--- config.mk ---
export PLATFORM = sky130hd
export DESIGN_NAME = cpu_sdram_bridge
export DESIGN_NICKNAME = d
export VERILOG_FILES = /design/src/rtl/cpu_bus_pkg.sv /design/src/rtl/cpu_bus_capture.sv /design/src/rtl/cpu_sdram_bridge.sv /design/src/rtl/sdram_port_master.sv /design/src/rtl/sdram_req_queue.sv
export SDC_FILE = /design/constraint.sdc
export NUM_CORES = 1
export LEC_CHECK = 0
export ABC_AREA = 1
export BUFFER_PORTS_ARGS = -buffer_cell sky130_fd_sc_hd__buf_2
export CORE_MARGIN = 1
export CORE_UTILIZATION = 57
export CTS_CLUSTER_SIZE = 25
export DETAILED_ROUTE_END_ITERATION = 8
export HOLD_SLACK_MARGIN = 0.06
export PLACE_DENSITY = 0.79
export SLEW_MARGIN = 10
export SYNTH_ARGS = -nofsm -noshare
export SYNTH_HDL_FRONTEND = slang
export SYNTH_SLANG_ARGS = --single-unit
--- constraint.sdc ---
create_clock -name clk_sys -period 3.76 [get_ports clk_sys]
set_input_delay 0.752 -clock clk_sys [delete_from_list [all_inputs] [get_ports clk_sys]]
set_output_delay 0.752 -clock clk_sys [all_outputs]
set_load 0.03 [all_outputs]
--- src/rtl/cpu_bus_pkg.sv ---
package cpu_bus_pkg;

    // ========================================================================
    // Bus and SDRAM widths
    // ========================================================================
    typedef logic [19:0] cpu_addr_t;  // CPU byte address
    typedef logic [24:0] sdr_addr_t;
    typedef logic [15:0] word_t;
    typedef logic [1:0]  byte_sel_t;  // Bit 1 is upper lane, zero means read
    typedef logic [3:0]  bank_t;

    // ========================================================================
    // Memory map
    // ========================================================================
    localparam cpu_addr_t ROM_LIMIT  = 20'h9ffff;
    localparam cpu_addr_t BANK_BASE  = 20'ha0000;
    localparam cpu_addr_t BANK_LIMIT = 20'hbffff;
    localparam cpu_addr_t RAM_BASE   = 20'he0000;
    localparam cpu_addr_t RAM_LIMIT  = 20'heffff;

    localparam sdr_addr_t SDR_BANK_BASE = 25'h100000;
    localparam sdr_addr_t SDR_RAM_BASE  = 25'h300000;
    localparam int        BANK_SHIFT    = 17;  // Each bank is 0x20000 bytes

    // ========================================================================
    // Request word layout, low to high
    // ========================================================================
    localparam int REQ_ODD_BIT  = 0;
    localparam int REQ_SEL_LSB  = REQ_ODD_BIT + 1;
    localparam int REQ_DATA_LSB = REQ_SEL_LSB + $bits(byte_sel_t);
    localparam int REQ_ADDR_LSB = REQ_DATA_LSB + $bits(word_t);
    localparam int REQ_W        = REQ_ADDR_LSB + $bits(sdr_addr_t);  // 44

    typedef logic [REQ_W-1:0] req_word_t;

endpackage

--- src/rtl/cpu_bus_capture.sv ---
module cpu_bus_capture import cpu_bus_pkg::*; (
    input  logic      clk_sys,
    input  logic      reset_n,

    input  logic      bus_read,
    input  logic      bus_write,
    input  byte_sel_t bus_be,
    input  cpu_addr_t bus_addr,
    input  word_t     bus_datawrite,
    input  bank_t     bank_select,
    output word_t     bus_dataread,
    output logic      bus_stall,

    output logic      push,
    output req_word_t push_data,
    input  logic      full,

    input  logic      read_done,
    input  word_t     rd_word
);

    logic      in_rom, in_bank, in_ram, mapped;
    cpu_addr_t bank_off, ram_off;
    sdr_addr_t req_addr;
    word_t     req_data;
    byte_sel_t req_sel;
    logic      rd_pending;

    // Region decode
    assign in_rom  = bus_addr <= ROM_LIMIT;
    assign in_bank = bus_addr >= BANK_BASE && bus_addr <= BANK_LIMIT;
    assign in_ram  = bus_addr >= RAM_BASE && bus_addr <= RAM_LIMIT;
    assign mapped  = in_rom | in_bank | in_ram;

    assign bank_off = bus_addr - BANK_BASE;
    assign ram_off  = bus_addr - RAM_BASE;

    always_comb begin
        if (in_bank) begin
            req_addr = SDR_BANK_BASE + sdr_addr_t'({bank_select, {BANK_SHIFT{1'b0}}})
                     + sdr_addr_t'({bank_off[19:1], 1'b0});
        end else if (in_ram) begin
            req_addr = SDR_RAM_BASE + sdr_addr_t'({ram_off[19:1], 1'b0});
        end else begin
            req_addr = sdr_addr_t'({bus_addr[19:1], 1'b0});  // ROM maps 1:1
        end
    end

    // Odd byte writes go out on the upper lane
    assign req_data = bus_addr[0] ? {bus_datawrite[7:0], 8'h00} : bus_datawrite;
    assign req_sel  = bus_write ? (bus_addr[0] ? {bus_be[0], 1'b0} : bus_be) : 2'b00;

    // Writes only land in RAM, ROM writes vanish here
    assign push = (bus_read & mapped) | (bus_write & in_ram);

    always_comb begin
        push_data = '0;
        push_data[REQ_ADDR_LSB +: $bits(sdr_addr_t)] = req_addr;
        push_data[REQ_DATA_LSB +: $bits(word_t)]     = req_data;
        push_data[REQ_SEL_LSB +: $bits(byte_sel_t)]  = req_sel;
        push_data[REQ_ODD_BIT]                       = bus_addr[0];
    end

    always_ff @(posedge clk_sys or negedge reset_n) begin
        if (!reset_n) begin
            rd_pending <= 1'b0;
        end else if (read_done) begin
            rd_pending <= 1'b0;
        end else if (bus_read && mapped) begin
            rd_pending <= 1'b1;
        end
    end

    always_ff @(posedge clk_sys) begin
        if (read_done) bus_dataread <= rd_word;
    end

    assign bus_stall = rd_pending | full;  // Hold CPU off a full queue too

    // CPU must wait out the stall, whether from a read or a full queue
    a_no_strobe_in_stall: assert property (@(posedge clk_sys) disable iff (!reset_n)
        bus_stall |-> !(bus_read || bus_write));

    // A finished read always belongs to the read the CPU is waiting on
    a_done_when_pending: assert property (@(posedge clk_sys) disable iff (!reset_n)
        read_done |-> rd_pending);

endmodule

--- src/rtl/cpu_sdram_bridge.sv ---
module cpu_sdram_bridge import cpu_bus_pkg::*; #(
    parameter int QUEUE_DEPTH = 4
) (
    input  logic      clk_sys,
    input  logic      reset_n,

    // CPU bus
    input  logic      bus_read,
    input  logic      bus_write,
    input  byte_sel_t bus_be,
    input  cpu_addr_t bus_addr,
    input  word_t     bus_datawrite,
    output word_t     bus_dataread,
    output logic      bus_stall,
    input  bank_t     bank_select,

    // SDRAM port
    output sdr_addr_t sdr_addr,
    output word_t     sdr_din,
    output byte_sel_t sdr_wr_sel,
    output logic      sdr_req,
    input  word_t     sdr_dout,
    input  logic      sdr_rdy
);

    logic      push, pop, full, empty;
    req_word_t push_data, head_data;
    logic      read_done;
    word_t     rd_word;

    cpu_bus_capture u_capture (
        .clk_sys       (clk_sys),
        .reset_n       (reset_n),
        .bus_read      (bus_read),
        .bus_write     (bus_write),
        .bus_be        (bus_be),
        .bus_addr      (bus_addr),
        .bus_datawrite (bus_datawrite),
        .bank_select   (bank_select),
        .bus_dataread  (bus_dataread),
        .bus_stall     (bus_stall),
        .push          (push),
        .push_data     (push_data),
        .full          (full),
        .read_done     (read_done),
        .rd_word       (rd_word)
    );

    sdram_req_queue #(.QUEUE_DEPTH(QUEUE_DEPTH)) u_queue (
        .clk_sys   (clk_sys),
        .reset_n   (reset_n),
        .push      (push),
        .push_data (push_data),
        .pop       (pop),
        .head_data (head_data),
        .empty     (empty),
        .full      (full)
    );

    sdram_port_master u_master (
        .clk_sys    (clk_sys),
        .reset_n    (reset_n),
        .empty      (empty),
        .head_data  (head_data),
        .pop        (pop),
        .sdr_addr   (sdr_addr),
        .sdr_din    (sdr_din),
        .sdr_wr_sel (sdr_wr_sel),
        .sdr_req    (sdr_req),
        .sdr_dout   (sdr_dout),
        .sdr_rdy    (sdr_rdy),
        .read_done  (read_done),
        .rd_word    (rd_word)
    );

endmodule

--- src/rtl/sdram_port_master.sv ---
module sdram_port_master import cpu_bus_pkg::*; (
    input  logic      clk_sys,
    input  logic      reset_n,

    input  logic      empty,
    input  req_word_t head_data,
    output logic      pop,

    output sdr_addr_t sdr_addr,
    output word_t     sdr_din,
    output byte_sel_t sdr_wr_sel,
    output logic      sdr_req,
    input  word_t     sdr_dout,
    input  logic      sdr_rdy,

    output logic      read_done,
    output word_t     rd_word
);

    typedef enum logic [1:0] {
        ST_IDLE,
        ST_REQ,
        ST_WAIT
    } state_t;

    state_t state;
    logic   odd_q;  // Request came from an odd CPU address

    assign pop     = (state == ST_IDLE) && !empty;
    assign sdr_req = state == ST_REQ;

    // ========================================================================
    // Control
    // ========================================================================
    always_ff @(posedge clk_sys or negedge reset_n) begin
        if (!reset_n) begin
            state     <= ST_IDLE;
            read_done <= 1'b0;
        end else begin
            read_done <= 1'b0;
            case (state)
                ST_IDLE: if (!empty) state <= ST_REQ;
                ST_REQ:  state <= ST_WAIT;
                ST_WAIT: begin
                    if (sdr_rdy) begin
                        state     <= ST_IDLE;
                        read_done <= sdr_wr_sel == 2'b00;
                    end
                end
                default: state <= ST_IDLE;
            endcase
        end
    end

    // ========================================================================
    // Request and read data
    // ========================================================================
    always_ff @(posedge clk_sys) begin
        if (pop) begin
            sdr_addr   <= head_data[REQ_ADDR_LSB +: $bits(sdr_addr_t)];
            sdr_din    <= head_data[REQ_DATA_LSB +: $bits(word_t)];
            sdr_wr_sel <= head_data[REQ_SEL_LSB +: $bits(byte_sel_t)];
            odd_q      <= head_data[REQ_ODD_BIT];
        end
        if (state == ST_WAIT && sdr_rdy && sdr_wr_sel == 2'b00) begin
            // Odd read returns the high byte in the low lane
            rd_word <= odd_q ? {8'h00, sdr_dout[15:8]} : sdr_dout;
        end
    end

    // Only one request in flight, so ready never comes unasked
    a_rdy_in_wait: assert property (@(posedge clk_sys) disable iff (!reset_n)
        sdr_rdy |-> state == ST_WAIT);

endmodule

--- src/rtl/sdram_req_queue.sv ---
module sdram_req_queue import cpu_bus_pkg::*; #(
    parameter int QUEUE_DEPTH = 4
) (
    input  logic      clk_sys,
    input  logic      reset_n,

    input  logic      push,
    input  req_word_t push_data,
    input  logic      pop,

    output req_word_t head_data,
    output logic      empty,
    output logic      full
);

    localparam int PTR_W = $clog2(QUEUE_DEPTH);

    req_word_t        mem [QUEUE_DEPTH];
    logic [PTR_W-1:0] wr_ptr, rd_ptr;
    logic [PTR_W:0]   count;

    // Request storage
    always_ff @(posedge clk_sys) begin
        if (push) mem[wr_ptr] <= push_data;
    end

    always_ff @(posedge clk_sys or negedge reset_n) begin
        if (!reset_n) begin
            wr_ptr <= '0;
            rd_ptr <= '0;
            count  <= '0;
        end else begin
            if (push) wr_ptr <= wr_ptr + 1'b1;  // Wraps at the power-of-two depth
            if (pop)  rd_ptr <= rd_ptr + 1'b1;
            case ({push, pop})
                2'b10:   count <= count + 1'b1;
                2'b01:   count <= count - 1'b1;
                default: count <= count;
            endcase
        end
    end

    assign head_data = mem[rd_ptr];
    assign empty     = count == '0;
    assign full      = count == (PTR_W + 1)'(QUEUE_DEPTH);

    // ========================================================================
    // Handshake checks
    // ========================================================================
    a_no_push_full: assert property (@(posedge clk_sys) disable iff (!reset_n)
        full |-> !push);

    a_no_pop_empty: assert property (@(posedge clk_sys) disable iff (!reset_n)
        empty |-> !pop);

endmodule

==> results.toml, run 1 <==
[logic_synthesis]
synthCells = 677
synth_warnings = 0
syn_area_per_cell_um2 = 13.8
synth_seq_cells = 243
synth_flop_cell = "edfxtp_1"
async_flop_share_pct = 4.53
yosysSeqAreaShare_pct = 77.6
synth_edf_count = 232
syn_area_um2 = 9340
yosysUniqueCellTypes = 32

[clock_tree]
post_cts_resized = 0
cts_hold_buf = 0
cts_tree = "built"
clockRootBuffer = "clkbuf_16"
clock_path_buffers = 3
numClockSinks = 243
cts_setup_buffers = 0
insertion_delay_ps = 510
numCtsBuffers = 24
cts_max_level = 1
path_clk_slew_ps = 60

[sta]
slew_violations = 0
slew_headroom_pct = 26.7
fin_tns_setup_ps = 0
rsz0062_at_grt = "no"
fmax_mhz = 400
post-route-min-period_ps = 2500
setup_viol = 0
tightest_slew_ps = 1100
finClkSkew_ps = 12.2
hold_viol_final = 0
finalCritPeriodShare_pct = 66.5

[setup_path]
cp-endpoint = "u_queue.count[2]$_DFFE_PN0P_"
path_class = "input port to register"
crit_buf_inv = 3
timing.rr.end = "u_master.sdr_din[0]$_DFFE_PP_"
critPathRequiredTime_ps = 4140
path_depth = 17
r2r-start = "u_queue.rd_ptr[0]$_DFFE_PN0P_"
critPathLaunchType = "input port"
rr_worst_depth = 4
crit_arrival_ps = 2880
critical-path-top-delay-family = "adder cells"
slowest_delay_ps = 380
end_kind = "register"
r2r_slack_ps = 1710
crit_start = "bus_addr[18]"
path_cells = "buf_2 -> ha_1 -> nand3_1 -> nor2_1 -> nand3_1 -> nand2_1 -> nand2_2 -> nand2_1 -> nand2_2 -> nand2_4 -> inv_4 -> ha_1 -> inv_1 -> fa_1 -> a21oi_1 -> o21ai_0 -> xor2_1"
cp_max_fo = 6
cp_slowest_cell = "fa_1"

[floorplan]
initial_core_util_pct = 58.6
dieArea_um2 = 16900
core_region_area_um2 = 15900
ios = 124
std_cell_rows = 46
die-height_um = 130
fp.dieW_um = 130

[global_route]
grt_usage_pct = 23.9
antenna_found_initial = 0
overflow = 0
grt_pass1_wl_mm = 29.9
first_global_vias = 5744
grt_max_degree = 82

[route]
viasPerCell = 5.62
drt-total-wl_mm = 19.7
drt-wirelength-per-cell_um = 19.0
route.detailed.drc = 0
postRouteAntennaNets = 0
drt_pass1_iterations = 5
drtIter0Drc = 525
vias = 5826

[finish]
synthToLayoutAreaGrowth_pct = 18.1
layout_common_cells = "edfxtp_1 (232), nor2_1 (128), buf_2 (119), o21ai_0 (95)"
final_nets = 878
drive_above_1_share_pct = 22.2
diodes = 0
final_common_cell = "edfxtp_1"
finish.instance_area_um2 = 11000

[placed_design]
place_area_um2 = 10200
dp_hpwl_mm = 11.7
io_buffer_count = 119
gp_congestion = 0.853

[pwr]
p_per_area_nw_per_um2 = 798
leakage_nw = 4.09
vdd_ir_drop_max_mv = 0.471

[hold_path]
hold_path_class = "input port to async pin"

[job]
maxCapViolCount = 0

[run_status]
status = "complete, no violations"
-- per-stage QoR --
stage	worst slack (ps)	util, %	power [mW]	instances	hold slack [ps]
final	1260	69.2	8.81	1037	109
after CTS	1260	69.1	8.83	1037	108
after detailed placement	739	64.2	6.47	993	405
after floorplan	746	-	5.62	680	400
after global routing	1090	69.2	9.20	1037	112
after global placement	807	64.2	6.34	993	402
-- where the power goes --
group / total [mW] / internal (mW) / switching, mW
logic: 2.49 / 0.657 / 1.83
clock network: 2.38 / 1.42 / 0.962
registers: 3.94 / 3.73 / 0.213
-- registers in the layout (all words and copies together), names as in the netlist --
signal and count:
u_master.sdr_addr 21, u_master.odd_q 1, u_master.sdr_wr_sel 2, u_queue.rd_ptr 2
u_master.sdr_din 16, u_capture.bus_dataread 16, u_master.read_done 1, u_queue.mem 160
u_capture.rd_pending 1, u_queue.wr_ptr 2, u_master.rd_word 16, u_master.state 2
u_queue.count 3
-- worst reg2reg max path: stages, from the launching register on --
cell and delay (ps):
dfrtp_2 410, inv_2 780, buf_4 370, o21ai_0 120
o22ai_1 210
-- cell families (layout without fill, tap and decap cells) --
| logic type | Yosys count | count (layout) | synth area share [%] |
|---|---|---|---|
| adder cells (fa/ha/maj) | 12 | 12 | 1.77 |
| buffers and inverters | 79 | 220 | 3.38 |
| flip-flops | 243 | 243 | 77.6 |
| AO/OA/AOI/OAI | 154 | 154 | 8.91 |
| other | 1 | 4 | 0.0402 |
| XOR/XNOR | 4 | 4 | 0.375 |
| AND/OR/NAND/NOR | 184 | 184 | 7.97 |
-- layout make-up --
cell class	instances	area (µm²)
inverters	46	175
repair buffers	130	728
fillers	1053	4910
flip-flops and latches	243	7240
well taps	216	270
clock inverters	16	151
clock buffers	28	637
multi-input cells	358	1820
-- synthesized netlist by cell type (4+ instances only) --
cell      number  share of area, %
clkbuf_1      27               1.1
buf_4          4              0.32
inv_1         42               1.7
o22ai_1       41               2.7
nand2_1       34               1.4
a21oi_1       14              0.75
nor2_1       128               5.1
nand3_1        6              0.32
ha_1          10               1.3
nor2_2         4              0.27
dfrtp_1       11               2.9
o21ai_0       95               5.1
edfxtp_1     232                75
-- layer usage --
layer / routed length, µm / GRT usage [%] / part of all wire (%) / up-vias
li1: - / - / - / 2686
met1: 7770 / 30.5 / 39 / 2839
met3: 1360 / 4.59 / 6.9 / 46
met2: 10100 / 40.7 / 51 / 255
met4: 496 / 9.17 / 2.5 / 0
met5: 0 / 0 / 0 / -
-- worst min-delay path by stage --
stage,from,to,slack [ps],cells after the start
CTS,reset_n,u_master.read_done$_DFF_PN0_,110,1
global placement,u_master.rd_word[9]$_SDFFCE_PP0P_,u_capture.bus_dataread[9]$_DFFE_PP_,400,0
detailed placement,u_master.rd_word[5]$_DFFE_PP_,u_capture.bus_dataread[5]$_DFFE_PP_,400,0
global route,reset_n,u_master.read_done$_DFF_PN0_,110,1
floorplan,u_master.rd_word[0]$_DFFE_PP_,u_capture.bus_dataread[0]$_DFFE_PP_,400,0
finish,reset_n,u_master.read_done$_DFF_PN0_,110,1
No activity file was read; power rests on OpenSTA's default activity.
==> run 2, diff against run 1 <==
==> constraint.sdc (replaced) <==
create_clock -name clk_sys -period 2.3 [get_ports clk_sys]
set_input_delay 0.46 -clock clk_sys [delete_from_list [all_inputs] [get_ports clk_sys]]
set_output_delay 0.46 -clock clk_sys [all_outputs]
set_load 0.03 [all_outputs]
==> run 2 against run 1 <==
  * Sequential cell count unchanged
  * Clock power up 47%
  * Routed wire length up 0.94%
  * Highest routed layer unchanged
==> results.toml, run 2 (synthesized netlist as in run 1, its figures left out) <==
[sta]
tightest_slew_ps = 719
setup_viol = 0
post-route-min-period_ps = 2030
finClkSkew_ps = 25.9
rsz0062_at_grt = "no"
hold_viol_final = 0
slew_violations = 0
fmax_mhz = 492
fin_tns_setup_ps = 0
finalCritPeriodShare_pct = 88.4
slew_headroom_pct = 52.1
hold_ws_ps = 153

[pwr]
p_per_area_nw_per_um2 = 1260
vdd_ir_drop_max_mv = 0.674
leakage_nw = 4.23

[global_route]
antenna_found_initial = 0
grt_usage_pct = 23.9
overflow = 0
grt_pass1_wl_mm = 30.0
first_global_vias = 5834
grt_max_degree = 43

[route]
drt-wirelength-per-cell_um = 18.6
viasPerCell = 5.58
drtIter0Drc = 525
route.detailed.drc = 0
drt_pass1_iterations = 5
drt-total-wl_mm = 19.9
vias = 5980
postRouteAntennaNets = 0

[finish]
filler_cell_count = 1022
final_common_cell = "edfxtp_1"
diodes = 0
largest_reg_flops = 160
synthToLayoutAreaGrowth_pct = 20.7
reg_top3 = "u_queue.mem: 160 flops, u_master.sdr_addr: 21 flops"
multiInputGateArea_um2 = 1820
layout_common_cells = "edfxtp_1 (232), nor2_1 (128), buf_2 (119), o21ai_0 (95)"
top_register = "u_queue.mem"
register_area_um2 = 7240
final_nets = 914
drive_above_1_share_pct = 24.9

[setup_path]
timing.rr.end = "u_queue.count[1]$_DFFE_PN0P_"
critPathLaunchType = "input port"
r2r-start = "u_queue.count[0]$_DFFE_PN0P_"
r2r_slack_ps = 360
crit_arrival_ps = 2410
end_kind = "register"
path_class = "input port to register"
rr_worst_depth = 6
cp_max_fo = 3
critPathRequiredTime_ps = 2680

[floorplan]
ios = 124
std_cell_rows = 46
fp.dieW_um = 130
initial_core_util_pct = 58.6
core_region_area_um2 = 15900
die-height_um = 130
dieArea_um2 = 16900

[hold_path]
hold_path_class = "input port to register"
hold_path_end = "u_master.state[1]$_DFFE_PN0P_"
hold_depth = 2
min_from = "sdr_rdy"

[clock_tree]
clockRootBuffer = "clkbuf_16"
cts_setup_buffers = 0
path_clk_slew_ps = 60
numCtsBuffers = 24
cts_tree = "built"
clock_path_buffers = 3
cts_max_level = 1
insertion_delay_ps = 520
numClockSinks = 243

[job]
maxCapViolCount = 0

[placed_design]
dp_hpwl_mm = 12.4
gp_congestion = 0.821
io_buffer_count = 119

[run_status]
status = "complete, no violations"
-- run 2: per-stage QoR --
step                      cell area (µm²)  instances  utilization (%)  total power [mW]  worst slack [ps]
after floorplan                      9360        680                -              9.21              -422
after global placement              10600       1028             66.2              10.5              -189
after detailed placement            10600       1028             66.2              10.8              -281
after CTS                           11300       1072             70.7              14.2               250
after global routing                11300       1072             70.7              14.8              34.5
final                               11300       1072             70.7              14.2               267
-- run 2: worst max-delay path, stage by stage --
cell,delay [ps]
buf_2,100
ha_1,220
nand3_1,100
nor2_1,60
nand3_1,80
nand2_1,70
nand2_2,90
nand2_1,70
nand2_2,90
nand2_4,60
inv_4,50
ha_1,130
inv_1,60
fa_1,380
a21oi_1,140
o21ai_0,100
xor2_1,150
-- run 2: layer usage --
layer,routed length (µm),track usage [%],part of all wire [%],vias to the layer above
met5,0,0,0,-
met4,536,9.17,2.7,0
met3,1250,3.81,6.3,43
met2,10200,41.0,51,252
met1,7940,31.0,40,2930
li1,-,-,-,2755
-- run 2: area by class of cell --
cell class	instances	share of cell area, %
multi-input combinational	358	16.2
clock buffer	32	5.60
inverter	46	1.59
clock inverter	11	0.644
timing repair buffer	166	9.33
tap	216	2.40
sequential	243	64.3
-- run 2: worst max path at each step --
stage                       from                            to  slack, ps  cells after the start
floorplan           bus_addr[17]   u_queue.mem[0][0]$_DFFE_PP_       -420                     11
global placement    bus_addr[17]  u_queue.count[2]$_DFFE_PN0P_       -190                     17
detailed placement  bus_addr[12]  u_queue.count[1]$_DFFE_PN0P_       -280                     15
CTS                 bus_addr[17]  u_queue.count[2]$_DFFE_PN0P_        250                     17
global route        bus_addr[12]  u_queue.count[1]$_DFFE_PN0P_         30                     15
finish              bus_addr[17]  u_queue.count[2]$_DFFE_PN0P_        270                     17
-- run 2: power breakdown --
group          total (mW)  internal [mW]  switching (mW)  leakage [nW]
Clock                3.49           1.94            1.55         0.345
Sequential           6.49           6.09           0.398          2.28
Combinational        4.18           1.20            2.98          1.61
Total                14.2           9.23            4.92          4.23
-- run 2: timing repair --
action | CTS | global route
hold endpoints to repair | 11 | 0
hold buffers | 1 | 0
gates resized for setup | 0 | 0
==> run 3, diff against run 2 <==
--- a/config.mk
+++ b/config.mk
@@ -9,6 +9,7 @@
 export BUFFER_PORTS_ARGS = -buffer_cell sky130_fd_sc_hd__buf_2
 export CORE_MARGIN = 1
 export CORE_UTILIZATION = 57
+export CTS_BUF_LIST = sky130_fd_sc_hd__clkbuf_16
 export CTS_CLUSTER_SIZE = 25
 export DETAILED_ROUTE_END_ITERATION = 8
 export HOLD_SLACK_MARGIN = 0.06
==> run 3 against run 2 <==
  * Combinational power barely moved
  * Clock skew barely moved
  * Utilization did not move
  * Register-to-register slack barely moved
==> results.toml, run 3 (synthesized netlist as in run 1, its figures left out) <==
[clock_tree]
post_cts_resized = 0
clockRootBuffer = "clkbuf_16"
cts_tree = "built"
clock_path_buffers = 3
cts_max_level = 1
path_clk_slew_ps = 60
numCtsBuffers = 24
insertion_delay_ps = 520
numClockSinks = 243

[setup_path]
critPathLaunchType = "input port"
path_cells = "buf_2 -> ha_1 -> nand3_1 -> nor2_1 -> nand3_1 -> nand2_1 -> nand2_2 -> nand2_1 -> nand2_2 -> nand2_4 -> inv_4 -> ha_1 -> inv_1 -> fa_1 -> a21oi_1 -> o21ai_0 -> xor2_1"
cp_max_fo = 3
path_class = "input port to register"
critical-path-top-delay-family = "adder cells"
crit_arrival_ps = 2410
crit_buf_inv = 3
end_kind = "register"
slowest_delay_ps = 380
cp_slowest_cell = "fa_1"
critPathRequiredTime_ps = 2680

[finish]
diodes = 0
final_nets = 914
final_common_cell = "edfxtp_1"
finish.instance_area_um2 = 11300
layout_common_cells = "edfxtp_1 (232), nor2_1 (128), buf_2 (119), o21ai_0 (95), inv_1 (49)"
largest_reg_flops = 160
drive_above_1_share_pct = 24.9
reg_top3 = "u_queue.mem: 160 flops, u_master.sdr_addr: 21 flops"
top_register = "u_queue.mem"
synthToLayoutAreaGrowth_pct = 20.7
fin_util_pct = 70.7

[route]
postRouteAntennaNets = 0
viasPerCell = 5.58
drt_pass1_iterations = 5
drt-total-wl_mm = 20.0
drtIter0Drc = 532
vias = 5983
drt-wirelength-per-cell_um = 18.6
route.detailed.drc = 0

[sta]
post-route-min-period_ps = 2030
tightest_slew_ps = 719
hold_viol_final = 0
finClkSkew_ps = 26.0
slew_violations = 0
fmax_mhz = 492
slew_headroom_pct = 52.1
setup_viol = 0
fin_tns_setup_ps = 0
hold_ws_ps = 153
finalCritPeriodShare_pct = 88.4
rsz0062_at_grt = "no"

[placed_design]
dp_hpwl_mm = 12.4
io_buffer_count = 119
place_area_um2 = 10600
gp_congestion = 0.821

[global_route]
overflow = 0
grt_usage_pct = 23.9
grt_pass1_wl_mm = 30.0
antenna_found_initial = 0
grt_max_degree = 43
first_global_vias = 5834

[floorplan]
dieArea_um2 = 16900
std_cell_rows = 46
core_region_area_um2 = 15900
fp.dieW_um = 130
ios = 124
die-height_um = 130
initial_core_util_pct = 58.6

[hold_path]
hold_path_class = "input port to register"

[job]
maxCapViolCount = 0

[run_status]
status = "complete, no violations"

[pwr]
vdd_ir_drop_max_mv = 0.672
p_per_area_nw_per_um2 = 1250
leakage_nw = 4.26
power_mw = 14.1
-- run 3: where the power goes --
group	leakage (nW)	switching [mW]	internal (mW)
Sequential	2.28	0.401	6.09
Clock	0.378	1.55	1.90
Combinational	1.61	2.98	1.20
Total	4.26	4.93	9.19
-- run 3: routing by layer --
metal  global-route usage, %  up-vias  share of wire (%)
li1                        -     2756                  -
met1                    31.0     2936                 40
met2                    41.0      252                 52
met3                    3.81       39                6.2
met4                    9.17        0                2.4
met5                       0        -                  0
-- run 3: final cells by class --
cell class | instances | area, µm²
Fill cell | 1022 | 4670
Clock inverter | 19 | 103
Timing Repair Buffer | 166 | 1050
Tap cell | 216 | 270
Clock buffer | 24 | 601
Inverter | 46 | 179
Sequential cell | 243 | 7240
Multi-Input combinational cell | 358 | 1820
-- run 3: worst paths after layout --
kind | startpoint | to | slack [ps] | cells past startpoint
hold / removal | sdr_rdy | u_master.state[1]$_DFFE_PN0P_ | 150 | 2
min in group asynchronous | reset_n | u_master.state[1]$_DFFE_PN0P_ | 430 | 2
setup / recovery | bus_addr[17] | u_queue.count[2]$_DFFE_PN0P_ | 270 | 17
setup reg to reg | u_queue.count[0]$_DFFE_PN0P_ | u_queue.count[1]$_DFFE_PN0P_ | 360 | 6
max in group asynchronous | reset_n | u_queue.rd_ptr[0]$_DFFE_PN0P_ | 1650 | 2
hold reg to reg | u_master.rd_word[5]$_DFFE_PP_ | u_capture.bus_dataread[5]$_DFFE_PP_ | 410 | 0
-- run 3: what timing repair did --
action / 4_1_cts / 5_1_grt
hold buffers: 1 / 0
endpoints found under the hold margin: 11 / 0
setup buffers: 0 / 0
-- run 3: per-stage QoR --
stage	cells	setup slack (ps)
floorplan	680	-422
global placement	1028	-189
detailed placement	1028	-281
CTS	1072	250
global route	1072	34.8
finish	1072	266
